==> src/verilog/sram_config.svh <==
// Widths and region bases for the shared SRAM; region plus offset must fill SRAM_ADDR_W bits.
`ifndef SRAM_CONFIG_SVH
`define SRAM_CONFIG_SVH

// Microcode store, one word spans two SRAM locations.
`define MCR_ADDR_W 14
`define MCR_DATA_W 49

// Main memory and video memory windows.
`define SDRAM_ADDR_W 22
`define VRAM_ADDR_W 15
`define CLIENT_DATA_W 32

// Physical SRAM, two 16-bit chips side by side.
`define SRAM_ADDR_W 18
`define SRAM_DQ_W 16

// Top address bits of each region.
`define MCR_REGION 3'b010
`define SDRAM_REGION 2'b00
`define VRAM_REGION 3'b110

`endif

==> src/verilog/mem_client_pkg.sv <==
// Client-side types only; widths come from sram_config.svh and byte lanes are not modeled.
`include "sram_config.svh"

package mem_client_pkg;

   // Which client owns an SRAM cycle.
   typedef enum logic [1:0] {
      client_mcr   = 2'd0,
      client_sdram = 2'd1,
      client_vram  = 2'd2
   } client_e;

   // Direction of a pending access.
   typedef enum logic {
      acc_read  = 1'b0,
      acc_write = 1'b1
   } access_e;

   // Full microcode word.
   typedef logic [`MCR_DATA_W-1:0] mcr_word_t;

   // Data word of the sdram and vram windows.
   typedef logic [`CLIENT_DATA_W-1:0] client_word_t;

   // Client address types, also the type parameter of client_slot.
   typedef logic [`SDRAM_ADDR_W-1:0] sdram_addr_t;
   typedef logic [`VRAM_ADDR_W-1:0] vram_addr_t;

endpackage

==> src/verilog/sram_bus_pkg.sv <==
// SRAM-side types; the sequencer state encoding is fixed at four bits with idle at zero.
`include "sram_config.svh"

package sram_bus_pkg;

   // Sequencer states, one SRAM cycle each.
   typedef enum logic [3:0] {
      seq_idle     = 4'd0,
      seq_mcr_rd1  = 4'd1,
      seq_mcr_rd2  = 4'd2,
      seq_mcr_wr1  = 4'd3,
      seq_mcr_wr2  = 4'd4,
      seq_sdram_rd = 4'd5,
      seq_sdram_wr = 4'd6,
      seq_vram_rd  = 4'd7,
      seq_vram_wr  = 4'd8
   } seq_state_e;

   // Shared address bus of both chips.
   typedef logic [`SRAM_ADDR_W-1:0] sram_addr_t;

   // Data of one chip.
   typedef logic [`SRAM_DQ_W-1:0] sram_half_t;

endpackage

==> src/verilog/mem_req_if.sv <==
// One pending client access; addr is an offset below the client region, not a full SRAM address.
`include "sram_config.svh"

interface mem_req_if;

   // Held high until the cycle in which served is seen.
   logic pending;
   mem_client_pkg::access_e kind;

   // Offset sized to sit under the 2-bit sdram region.
   logic [`SRAM_ADDR_W-$bits(`SDRAM_REGION)-1:0] addr;
   mem_client_pkg::client_word_t wdata;

   // High for the one cycle of the SRAM access.
   logic served;

   modport slot (
      output pending,
      output kind,
      output addr,
      output wdata,
      input  served
   );

   modport seq (
      input  pending,
      input  kind,
      input  addr,
      input  wdata,
      output served
   );

endinterface

==> src/verilog/client_slot.sv <==
// Holds one request until served; a request pulse that arrives while pending is dropped.
`include "sram_config.svh"

module client_slot #(
   parameter type ADDR_T = mem_client_pkg::sdram_addr_t
) (
   input  logic clk,
   input  logic reset,
   input  logic req,
   input  logic write,
   input  ADDR_T addr,
   input  mem_client_pkg::client_word_t wdata,
   output logic busy,
   mem_req_if.slot bus
);

   localparam int ADDR_BITS = $bits(ADDR_T);
   localparam int OFF_W = `SRAM_ADDR_W - $bits(`SDRAM_REGION);

   logic [OFF_W-1:0] offset;
   logic accept;

   // Wide addresses keep their low bits, narrow ones are zero extended.
   generate
      if (ADDR_BITS >= OFF_W) begin : g_trunc
         assign offset = addr[OFF_W-1:0];
      end else begin : g_extend
         assign offset = {{(OFF_W-ADDR_BITS){1'b0}}, addr};
      end
   endgenerate

   assign accept = (req || write) && !bus.pending;
   assign busy = bus.pending;

   always_ff @(posedge clk) begin
      if (reset) begin
         bus.pending <= 1'b0;
      end else if (bus.served) begin
         bus.pending <= 1'b0;
      end else if (accept) begin
         bus.pending <= 1'b1;
      end
   end

   // Request payload, captured with the pulse.
   always_ff @(posedge clk) begin
      if (accept) begin
         bus.kind  <= write ? mem_client_pkg::acc_write : mem_client_pkg::acc_read;
         bus.addr  <= offset;
         bus.wdata <= wdata;
      end
   end

   // Client protocol: a new pulse must wait for ready or done.
   a_no_req_while_pending: assert property (
      @(posedge clk) disable iff (reset)
      bus.pending |-> !(req || write)
   ) else $error("client request while previous access still pending");

endmodule

==> src/verilog/ram_controller.sv <==
// Fixed-cycle sequencer; mcr_addr and mcr_data_in must stay stable through the whole microcode cycle.
`include "sram_config.svh"

module ram_controller (
   input  logic clk,
   input  logic reset,
   input  logic fetch,
   input  logic [`MCR_ADDR_W-1:0] mcr_addr,
   input  logic mcr_write,
   input  mem_client_pkg::mcr_word_t mcr_data_in,
   mem_req_if.seq sdram_bus,
   mem_req_if.seq vram_bus,
   output sram_bus_pkg::seq_state_e state,
   output logic mcr_ready,
   output logic mcr_done,
   output sram_bus_pkg::sram_addr_t sram_a,
   output logic sram_oe_n,
   output logic sram_we_n,
   output logic sram1_ce_n,
   output logic sram1_ub_n,
   output logic sram1_lb_n,
   output logic sram2_ce_n,
   output logic sram2_ub_n,
   output logic sram2_lb_n,
   output sram_bus_pkg::sram_half_t sram1_wdata,
   output sram_bus_pkg::sram_half_t sram2_wdata,
   output logic drive
);

   sram_bus_pkg::seq_state_e next_state;
   sram_bus_pkg::seq_state_e client_state;
   mem_client_pkg::client_e pick;
   mem_client_pkg::client_e owner;
   mem_client_pkg::access_e pick_kind;
   logic client_go;
   logic half;
   logic is_read;
   logic is_write;
   logic active;

   always_ff @(posedge clk) begin
      if (reset) begin
         state <= sram_bus_pkg::seq_idle;
      end else begin
         state <= next_state;
      end
   end

   // Client choice, sdram ahead of vram.
   always_comb begin
      client_go = sdram_bus.pending || vram_bus.pending;
      pick = sdram_bus.pending ? mem_client_pkg::client_sdram : mem_client_pkg::client_vram;
      pick_kind = sdram_bus.pending ? sdram_bus.kind : vram_bus.kind;
      if (pick == mem_client_pkg::client_sdram) begin
         client_state = (pick_kind == mem_client_pkg::acc_write) ?
                        sram_bus_pkg::seq_sdram_wr : sram_bus_pkg::seq_sdram_rd;
      end else begin
         client_state = (pick_kind == mem_client_pkg::acc_write) ?
                        sram_bus_pkg::seq_vram_wr : sram_bus_pkg::seq_vram_rd;
      end
   end

   always_comb begin
      next_state = sram_bus_pkg::seq_idle;
      case (state)
         sram_bus_pkg::seq_idle: begin
            if (fetch) begin
               next_state = sram_bus_pkg::seq_mcr_rd1;
            end else if (client_go) begin
               next_state = client_state;
            end
         end
         sram_bus_pkg::seq_mcr_rd1: next_state = sram_bus_pkg::seq_mcr_rd2;
         // One extra access per fetch, microcode write first.
         sram_bus_pkg::seq_mcr_rd2: begin
            if (mcr_write) begin
               next_state = sram_bus_pkg::seq_mcr_wr1;
            end else if (client_go) begin
               next_state = client_state;
            end
         end
         sram_bus_pkg::seq_mcr_wr1: next_state = sram_bus_pkg::seq_mcr_wr2;
         default: next_state = sram_bus_pkg::seq_idle;
      endcase
   end

   // Owner of the current cycle.
   always_comb begin
      case (state)
         sram_bus_pkg::seq_sdram_rd, sram_bus_pkg::seq_sdram_wr:
            owner = mem_client_pkg::client_sdram;
         sram_bus_pkg::seq_vram_rd, sram_bus_pkg::seq_vram_wr:
            owner = mem_client_pkg::client_vram;
         default:
            owner = mem_client_pkg::client_mcr;
      endcase
   end

   assign half = (state == sram_bus_pkg::seq_mcr_rd2) || (state == sram_bus_pkg::seq_mcr_wr2);
   assign is_read = (state == sram_bus_pkg::seq_mcr_rd1) || (state == sram_bus_pkg::seq_mcr_rd2) ||
                    (state == sram_bus_pkg::seq_sdram_rd) || (state == sram_bus_pkg::seq_vram_rd);
   assign is_write = (state == sram_bus_pkg::seq_mcr_wr1) || (state == sram_bus_pkg::seq_mcr_wr2) ||
                     (state == sram_bus_pkg::seq_sdram_wr) || (state == sram_bus_pkg::seq_vram_wr);
   assign active = (state != sram_bus_pkg::seq_idle);

   always_comb begin
      case (owner)
         mem_client_pkg::client_sdram: sram_a = {`SDRAM_REGION, sdram_bus.addr};
         mem_client_pkg::client_vram:  sram_a = {`VRAM_REGION, vram_bus.addr[`VRAM_ADDR_W-1:0]};
         default:                      sram_a = {`MCR_REGION, mcr_addr, half};
      endcase
   end

   // Word split: bit 48 and bits 47..32 first, then the low 32 bits.
   always_comb begin
      sram1_wdata = '0;
      sram2_wdata = '0;
      case (state)
         sram_bus_pkg::seq_mcr_wr1: begin
            sram1_wdata = {{(`SRAM_DQ_W-1){1'b0}}, mcr_data_in[48]};
            sram2_wdata = mcr_data_in[47:32];
         end
         sram_bus_pkg::seq_mcr_wr2: begin
            sram1_wdata = mcr_data_in[31:16];
            sram2_wdata = mcr_data_in[15:0];
         end
         sram_bus_pkg::seq_sdram_wr: begin
            sram1_wdata = sdram_bus.wdata[31:16];
            sram2_wdata = sdram_bus.wdata[15:0];
         end
         sram_bus_pkg::seq_vram_wr: begin
            sram1_wdata = vram_bus.wdata[31:16];
            sram2_wdata = vram_bus.wdata[15:0];
         end
         default: ;
      endcase
   end

   assign sram_oe_n = !is_read;
   assign sram_we_n = !is_write;
   assign drive = is_write;

   // All byte lanes of both chips are on for any cycle.
   assign sram1_ce_n = !active;
   assign sram1_ub_n = !active;
   assign sram1_lb_n = !active;
   assign sram2_ce_n = !active;
   assign sram2_ub_n = !active;
   assign sram2_lb_n = !active;

   assign mcr_ready = (state == sram_bus_pkg::seq_mcr_rd2);
   assign mcr_done = (state == sram_bus_pkg::seq_mcr_wr1);

   assign sdram_bus.served = (owner == mem_client_pkg::client_sdram);
   assign vram_bus.served = (owner == mem_client_pkg::client_vram);

   a_oe_we_exclusive: assert property (
      @(posedge clk) disable iff (reset)
      !(!sram_oe_n && !sram_we_n)
   ) else $error("output enable and write enable both active");

   // Data goes out only for a microcode write or for a slot that holds a write.
   a_drive_only_on_write: assert property (
      @(posedge clk) disable iff (reset)
      drive |-> (sdram_bus.served ? (sdram_bus.kind == mem_client_pkg::acc_write) :
                 vram_bus.served ? (vram_bus.kind == mem_client_pkg::acc_write) :
                 ((state == sram_bus_pkg::seq_mcr_wr1) ||
                  (state == sram_bus_pkg::seq_mcr_wr2)))
   ) else $error("data driven outside a write cycle");

   // A slot is only served while it holds a request.
   a_served_needs_pending: assert property (
      @(posedge clk) disable iff (reset)
      (!sdram_bus.served || sdram_bus.pending) && (!vram_bus.served || vram_bus.pending)
   ) else $error("client cycle without a pending request");

endmodule

==> src/verilog/read_assemble.sv <==
// Read results are valid only in their read state and zero otherwise; no output is registered.
`include "sram_config.svh"

module read_assemble (
   input  logic clk,
   input  logic reset,
   input  sram_bus_pkg::seq_state_e state,
   input  sram_bus_pkg::sram_half_t sram1_rdata,
   input  sram_bus_pkg::sram_half_t sram2_rdata,
   output mem_client_pkg::mcr_word_t mcr_data_out,
   output mem_client_pkg::client_word_t sdram_rdata,
   output mem_client_pkg::client_word_t vram_rdata
);

   // Upper part of the microcode word, read in the first half cycle.
   localparam int HOLD_W = `MCR_DATA_W - `CLIENT_DATA_W;

   logic [HOLD_W-1:0] hold;
   mem_client_pkg::client_word_t pair;
   mem_client_pkg::client_e rd_client;
   logic rd_valid;

   assign pair = {sram1_rdata, sram2_rdata};

   always_ff @(posedge clk) begin
      if (state == sram_bus_pkg::seq_mcr_rd1) begin
         hold <= pair[HOLD_W-1:0];
      end
   end

   // Which client the bus data belongs to this cycle.
   always_comb begin
      rd_valid = 1'b1;
      case (state)
         sram_bus_pkg::seq_mcr_rd2:  rd_client = mem_client_pkg::client_mcr;
         sram_bus_pkg::seq_sdram_rd: rd_client = mem_client_pkg::client_sdram;
         sram_bus_pkg::seq_vram_rd:  rd_client = mem_client_pkg::client_vram;
         default: begin
            rd_client = mem_client_pkg::client_mcr;
            rd_valid = 1'b0;
         end
      endcase
   end

   assign mcr_data_out = (rd_valid && rd_client == mem_client_pkg::client_mcr) ?
                         {hold, pair} : '0;
   assign sdram_rdata = (rd_valid && rd_client == mem_client_pkg::client_sdram) ? pair : '0;
   assign vram_rdata = (rd_valid && rd_client == mem_client_pkg::client_vram) ? pair : '0;

   // The held half must come from the cycle just before.
   a_rd2_after_rd1: assert property (
      @(posedge clk) disable iff (reset)
      (state == sram_bus_pkg::seq_mcr_rd2) |-> ($past(state) == sram_bus_pkg::seq_mcr_rd1)
   ) else $error("second microcode half read without the first");

endmodule

==> src/verilog/sram_subsystem.sv <==
// Top level; SRAM data pins are split into read and write buses, written while drive is high.
`include "sram_config.svh"

module sram_subsystem (
   input  logic clk,
   input  logic reset,
   // Microcode port.
   input  logic fetch,
   input  logic [`MCR_ADDR_W-1:0] mcr_addr,
   input  logic mcr_write,
   input  mem_client_pkg::mcr_word_t mcr_data_in,
   output mem_client_pkg::mcr_word_t mcr_data_out,
   output logic mcr_ready,
   output logic mcr_done,
   // Main memory window.
   input  logic sdram_req,
   input  logic sdram_write,
   input  mem_client_pkg::sdram_addr_t sdram_addr,
   input  mem_client_pkg::client_word_t sdram_wdata,
   output mem_client_pkg::client_word_t sdram_rdata,
   output logic sdram_ready,
   output logic sdram_done,
   // Video memory window.
   input  logic vram_req,
   input  logic vram_write,
   input  mem_client_pkg::vram_addr_t vram_addr,
   input  mem_client_pkg::client_word_t vram_wdata,
   output mem_client_pkg::client_word_t vram_rdata,
   output logic vram_ready,
   output logic vram_done,
   // SRAM pins.
   output sram_bus_pkg::sram_addr_t sram_a,
   output logic sram_oe_n,
   output logic sram_we_n,
   output logic sram1_ce_n,
   output logic sram1_ub_n,
   output logic sram1_lb_n,
   output logic sram2_ce_n,
   output logic sram2_ub_n,
   output logic sram2_lb_n,
   output sram_bus_pkg::sram_half_t sram1_wdata,
   output sram_bus_pkg::sram_half_t sram2_wdata,
   input  sram_bus_pkg::sram_half_t sram1_rdata,
   input  sram_bus_pkg::sram_half_t sram2_rdata,
   output logic drive
);

   sram_bus_pkg::seq_state_e state;

   mem_req_if sdram_bus ();
   mem_req_if vram_bus ();

   client_slot #(
      .ADDR_T(mem_client_pkg::sdram_addr_t)
   ) i_sdram_slot (
      .clk(clk),
      .reset(reset),
      .req(sdram_req),
      .write(sdram_write),
      .addr(sdram_addr),
      .wdata(sdram_wdata),
      .busy(),
      .bus(sdram_bus)
   );

   client_slot #(
      .ADDR_T(mem_client_pkg::vram_addr_t)
   ) i_vram_slot (
      .clk(clk),
      .reset(reset),
      .req(vram_req),
      .write(vram_write),
      .addr(vram_addr),
      .wdata(vram_wdata),
      .busy(),
      .bus(vram_bus)
   );

   ram_controller i_ram_controller (
      .clk(clk),
      .reset(reset),
      .fetch(fetch),
      .mcr_addr(mcr_addr),
      .mcr_write(mcr_write),
      .mcr_data_in(mcr_data_in),
      .sdram_bus(sdram_bus),
      .vram_bus(vram_bus),
      .state(state),
      .mcr_ready(mcr_ready),
      .mcr_done(mcr_done),
      .sram_a(sram_a),
      .sram_oe_n(sram_oe_n),
      .sram_we_n(sram_we_n),
      .sram1_ce_n(sram1_ce_n),
      .sram1_ub_n(sram1_ub_n),
      .sram1_lb_n(sram1_lb_n),
      .sram2_ce_n(sram2_ce_n),
      .sram2_ub_n(sram2_ub_n),
      .sram2_lb_n(sram2_lb_n),
      .sram1_wdata(sram1_wdata),
      .sram2_wdata(sram2_wdata),
      .drive(drive)
   );

   read_assemble i_read_assemble (
      .clk(clk),
      .reset(reset),
      .state(state),
      .sram1_rdata(sram1_rdata),
      .sram2_rdata(sram2_rdata),
      .mcr_data_out(mcr_data_out),
      .sdram_rdata(sdram_rdata),
      .vram_rdata(vram_rdata)
   );

   // Client completions, one cycle each, straight from the sequencer state.
   assign sdram_ready = (state == sram_bus_pkg::seq_sdram_rd);
   assign sdram_done = (state == sram_bus_pkg::seq_sdram_wr);
   assign vram_ready = (state == sram_bus_pkg::seq_vram_rd);
   assign vram_done = (state == sram_bus_pkg::seq_vram_wr);

endmodule

==> config.mk <==
export PLATFORM = sky130hd
export DESIGN_NAME = sram_subsystem
export DESIGN_NICKNAME = d
export VERILOG_FILES = /design/src/verilog/mem_client_pkg.sv /design/src/verilog/sram_bus_pkg.sv /design/src/verilog/mem_req_if.sv /design/src/verilog/client_slot.sv /design/src/verilog/ram_controller.sv /design/src/verilog/read_assemble.sv /design/src/verilog/sram_subsystem.sv
export VERILOG_INCLUDE_DIRS = /design/src /design/src/verilog
export SDC_FILE = /design/constraint.sdc
export NUM_CORES = 1
export LEC_CHECK = 0
export BUFFER_PORTS_ARGS = -buffer_cell sky130_fd_sc_hd__buf_2
export CORE_AREA = 2 2 149 151
export CTS_CLUSTER_SIZE = 40
export DETAILED_ROUTE_END_ITERATION = 16
export DIE_AREA = 0 0 151 153
export GPL_ROUTABILITY_DRIVEN = 0
export HOLD_SLACK_MARGIN = 0.08
export PLACE_DENSITY = 0.55
export SLEW_MARGIN = 25
export SYNTH_ARGS = -nofsm -noshare
export SYNTH_HDL_FRONTEND = slang
export SYNTH_SLANG_ARGS = --single-unit
export TNS_END_PERCENT = 30
==> constraint.sdc <==
create_clock -name clk -period 9.4 [get_ports clk]
set_clock_uncertainty 0.1 [all_clocks]
set_input_delay 0.94 -clock clk [delete_from_list [all_inputs] [get_ports clk]]
set_output_delay 0.94 -clock clk [all_outputs]
set_load 0.005 [all_outputs]
==> flow_summary_export.csv <==
group,metric,value,unit
run_status,result_of_the_run,"finished, final reports clean",
yosys,cell_taking_the_most_area_after_synthesis,"edfxtp_1",
sta,hold_violations,0,
routing,antenna_violating_nets_post_route,0,
floorplanning,die-width,151,µm
flow_run,max_cap_violations,0,
placement,dp_hpwl,13.6,mm
routing,routedWlPerCell,16.7,µm
routing,drc,0,
clock_tree,numClockSinks,120,
clock_tree,cts.repair.resized,0,
sta,final_period_minus_worst_setup_slack,4.40,ns
clock_tree,cts-htree-levels,4,
worst_setup_path,timing.reg2reg.worst_path_depth,5,
yosys,number_of_warning_messages_in_the_yosys_log,0,
clock_tree,cts-buffers-inserted,17,
floorplanning,floorplan.initialDensity,26.6,%
floorplanning,std_cell_rows,54,
global_routing,total_global_routing_track_utilization,15.8,%
sta,post-route-period-util,46.8,%
clock_tree,post_cts_setup_bufs,0,
clock_tree,clockBufferDepth,2,
worst_setup_path,setup.worst_path.class,"flip-flop to output pin",
worst_setup_path,timing.reg2reg.setup_slack,6.69,ns
sta,setup_repair_after_global_routing_missed_its_margin,"false",
sta,timing_worst_slew_pin_value,0.834,ns
hold_path,hold_path_end,"i_ram_controller.state[3]$_SDFF_PP0_",
layout,final_net_count,1028,
yosys,synth.avg_cell_area,12.5,µm²
yosys,mappedNetlistArea,5720,µm²
power,leakage,4.02,nW
worst_setup_path,timing.critical_path.arrival,3.36,ns
yosys,post-synth-top-area-fraction,59.8,%
layout,antennaDiodeCount,0,
power,power.density,188,nW/µm²
sta,final-max-slew-violation-count,0,
yosys,ys.flop_type,"edfxtp_1",
worst_setup_path,crit_chain,"and2b_1 > and3_2 > or2_2 > ha_1 > a221oi_1 > a21oi_1 > buf_2",
hold_path,whs_path_depth,2,
sta,clock.fmax,0.227,GHz
power,vdd.ir_drop.worst,0.000111,V
routing,wirelength,18.6,mm
yosys,synthesis.nets,665,
routing,dr.pass1.iters,5,
yosys,yosys.cell_types.count,39,
yosys,postSynth.asyncResetShare,0,%
worst_setup_path,r2r_start,"i_ram_controller.state[0]$_SDFF_PP0_",
global_routing,number_of_antenna_violations_at_the_first_check_in_global_routing,0,
clock_tree,clockRootBuffer,"clkbuf_16",
clock_tree,cts_tree,"yes",
power,finalPower,1.60,mW
layout,leading_cell_types_in_the_layout_fill_and_taps_excluded,"buf_2 (375), edfxtp_1 (114), and2_1 (113)",
routing,vias_per_cell,4.46,
placement,dpl_cell_area,7820,µm²
worst_setup_path,timing.critical_path.fanout_max,35,
worst_setup_path,cp.required,8.36,ns
global_routing,grt_start_max_net_pins,52,
floorplanning,floorplan.io_pins,382,
worst_setup_path,cp_slowest_stage_delay,0.84,ns
placement,port-buffer-count,375,
clock_tree,insertion_delay,0.41,ns
worst_setup_path,start_kind,"flip-flop",
hold_path,timing.hold.worst.start,"i_vram_slot.bus.pending$_SDFFE_PP0P_",
routing,drt-initial-drc-count,251,
floorplanning,dieHeight,153,µm
sta,slew_headroom,44.4,%
layout,drive_gt1_share,51.3,%
yosys,ys_seq_area_share,61.9,%
hold_path,worstHoldPathType,"flip-flop to flip-flop",
layout,design_area,8480,µm²
yosys,synth_seq_cells,120,
yosys,synth.area.top_cells,"edfxtp_1 (60%), and2_1 (12%), a22oi_1 (6.3%), a222oi_1 (2.6%), o21ai_0 (2.5%)",
clock_tree,clk_pin_slew_worst_paths,0.06,ns
floorplanning,core-area,21500,µm²
routing,dr_total_vias,4974,
sta,setup_viols_final,0,
clock_tree,hold_buffers,0,
worst_setup_path,crit_path_end_kind,"output pin",
yosys,synth_edf_count,114,
floorplanning,die_area,23100,µm²
sta,fin_setup_tns,0,ns
layout,final_cells,1114,
placement,placed_cells_incl_taps,1081,
worst_setup_path,slowest_stage,"ha_1",
worst_setup_path,critical_path.reg2reg.endpoint,"i_sdram_slot.bus.pending$_SDFFE_PP0P_",
worst_setup_path,critPathBufInv,1,
layout,area.growth.synth_to_final,48.2,%
yosys,syn-instance-count,458,
global_routing,number_of_global_route_vias_before_repair,4975,
global_routing,first_pass_grt_wire_length,27.3,mm
global_routing,globalRouteOverflowTotal,0,
layout,mostFrequentLayoutCell,"buf_2",
worst_setup_path,critical_path.top_delay_family,"simple AND/OR/NAND/NOR gates",
report_power, final:
| group | switching [mW] | total, mW | leakage [nW] | internal (mW) |
|---|---|---|---|---|
| registers | 0.0204 | 0.657 | 1.15 | 0.637 |
| logic | 0.119 | 0.221 | 2.57 | 0.102 |
| clock network | 0.247 | 0.720 | 0.305 | 0.473 |
| total | 0.387 | 1.60 | 4.02 | 1.21 |
layout make-up:
type | instances | area [µm²]
Timing Repair Buffer | 386 | 1970
Tap cell | 280 | 350
Clock buffer | 18 | 429
Multi-Input combinational cell | 278 | 1910
Fill cell | 2160 | 13000
Clock inverter | 14 | 220
Inverter | 18 | 67.6
Sequential cell | 120 | 3540
Yosys cell counts, types with 2 or more instances:
master / count
edfxtp_1: 114
and2_1: 113
a22oi_1: 48
o21ai_0: 29
clkbuf_1: 18
inv_1: 18
nand2_1: 16
a222oi_1: 15
nor2_1: 11
buf_4: 10
buf_2: 7
dfxtp_1: 6
buf_6: 5
nor2b_1: 5
nor3_1: 5
a21oi_1: 4
ha_1: 3
nand2b_1: 3
nor4b_4: 3
a221oi_1: 2
clkbuf_2: 2
nor3b_1: 2
o21ai_1: 2
or2_2: 2
worst max-delay path by stage:
stage,cells past startpoint,to,from
2_1_floorplan,2,i_sdram_slot.bus.addr[0]$_DFFE_PP_,sdram_write
3_3_place_gp,7,sram_a[3],i_ram_controller.state[0]$_SDFF_PP0_
3_5_place_dp,7,sram_a[3],i_ram_controller.state[0]$_SDFF_PP0_
6_report,7,sram_a[0],i_ram_controller.state[3]$_SDFF_PP0_
4_1_cts,7,sram_a[3],i_ram_controller.state[0]$_SDFF_PP0_
5_1_grt,7,sram_a[0],i_ram_controller.state[3]$_SDFF_PP0_
layer usage:
layer | share of wire [%] | global-route usage (%) | up-vias | wire, µm
met5 | 0 | 0 | - | 0
met4 | 1.5 | 5.38 | 0 | 273
li1 | - | - | 2409 | -
met1 | 40 | 17.9 | 2298 | 7340
met3 | 8.1 | 4.66 | 17 | 1510
met2 | 51 | 28.0 | 250 | 9430
worst register-to-register path, cell delays in order, from the launching register on:
cell and delay, ns:
dfxtp_1 0.79, inv_1 0.26, nor3b_4 0.42, or2_2 0.18, ha_1 0.68, nor3_1 0.14
metrics by stage:
stage / util [%] / hold slack [ns] / worst slack, ns
6_report: 39.5 / 0.494 / 5.00
5_1_grt: 39.5 / 0.547 / 4.62
4_1_cts: 39.4 / 0.497 / 4.33
3_5_place_dp: 36.4 / 0.487 / 4.81
3_3_place_gp: 36.3 / 0.487 / 4.86
2_1_floorplan: - / 0.424 / 5.79
cell families (layout without fill, tap and decap cells):
family | Yosys count | after routing | share of synthesized area [%]
adders and majority gates | 3 | 3 | 0.656
DFF | 120 | 120 | 61.9
buffers and inverters | 60 | 436 | 5.44
xor gates and xnor gates | 1 | 1 | 0.153
muxes | 1 | 1 | 0.175
AOI/OAI and AO/OA | 105 | 105 | 13.3
and+or+nand+nor | 168 | 168 | 18.3
flip-flops by register name, indices dropped and copies added, names as in the netlist:
| signal | cells |
|---|---|
| i_read_assemble.hold | 17 |
| i_vram_slot.bus.wdata | 32 |
| i_sdram_slot.bus.addr | 16 |
| i_vram_slot.bus.addr | 15 |
| i_vram_slot.bus.kind | 1 |
| i_sdram_slot.bus.pending | 1 |
| i_vram_slot.bus.pending | 1 |
| i_sdram_slot.bus.wdata | 32 |
| i_sdram_slot.bus.kind | 1 |
| i_ram_controller.state | 4 |
No activity file was read; power rests on OpenSTA's default activity.
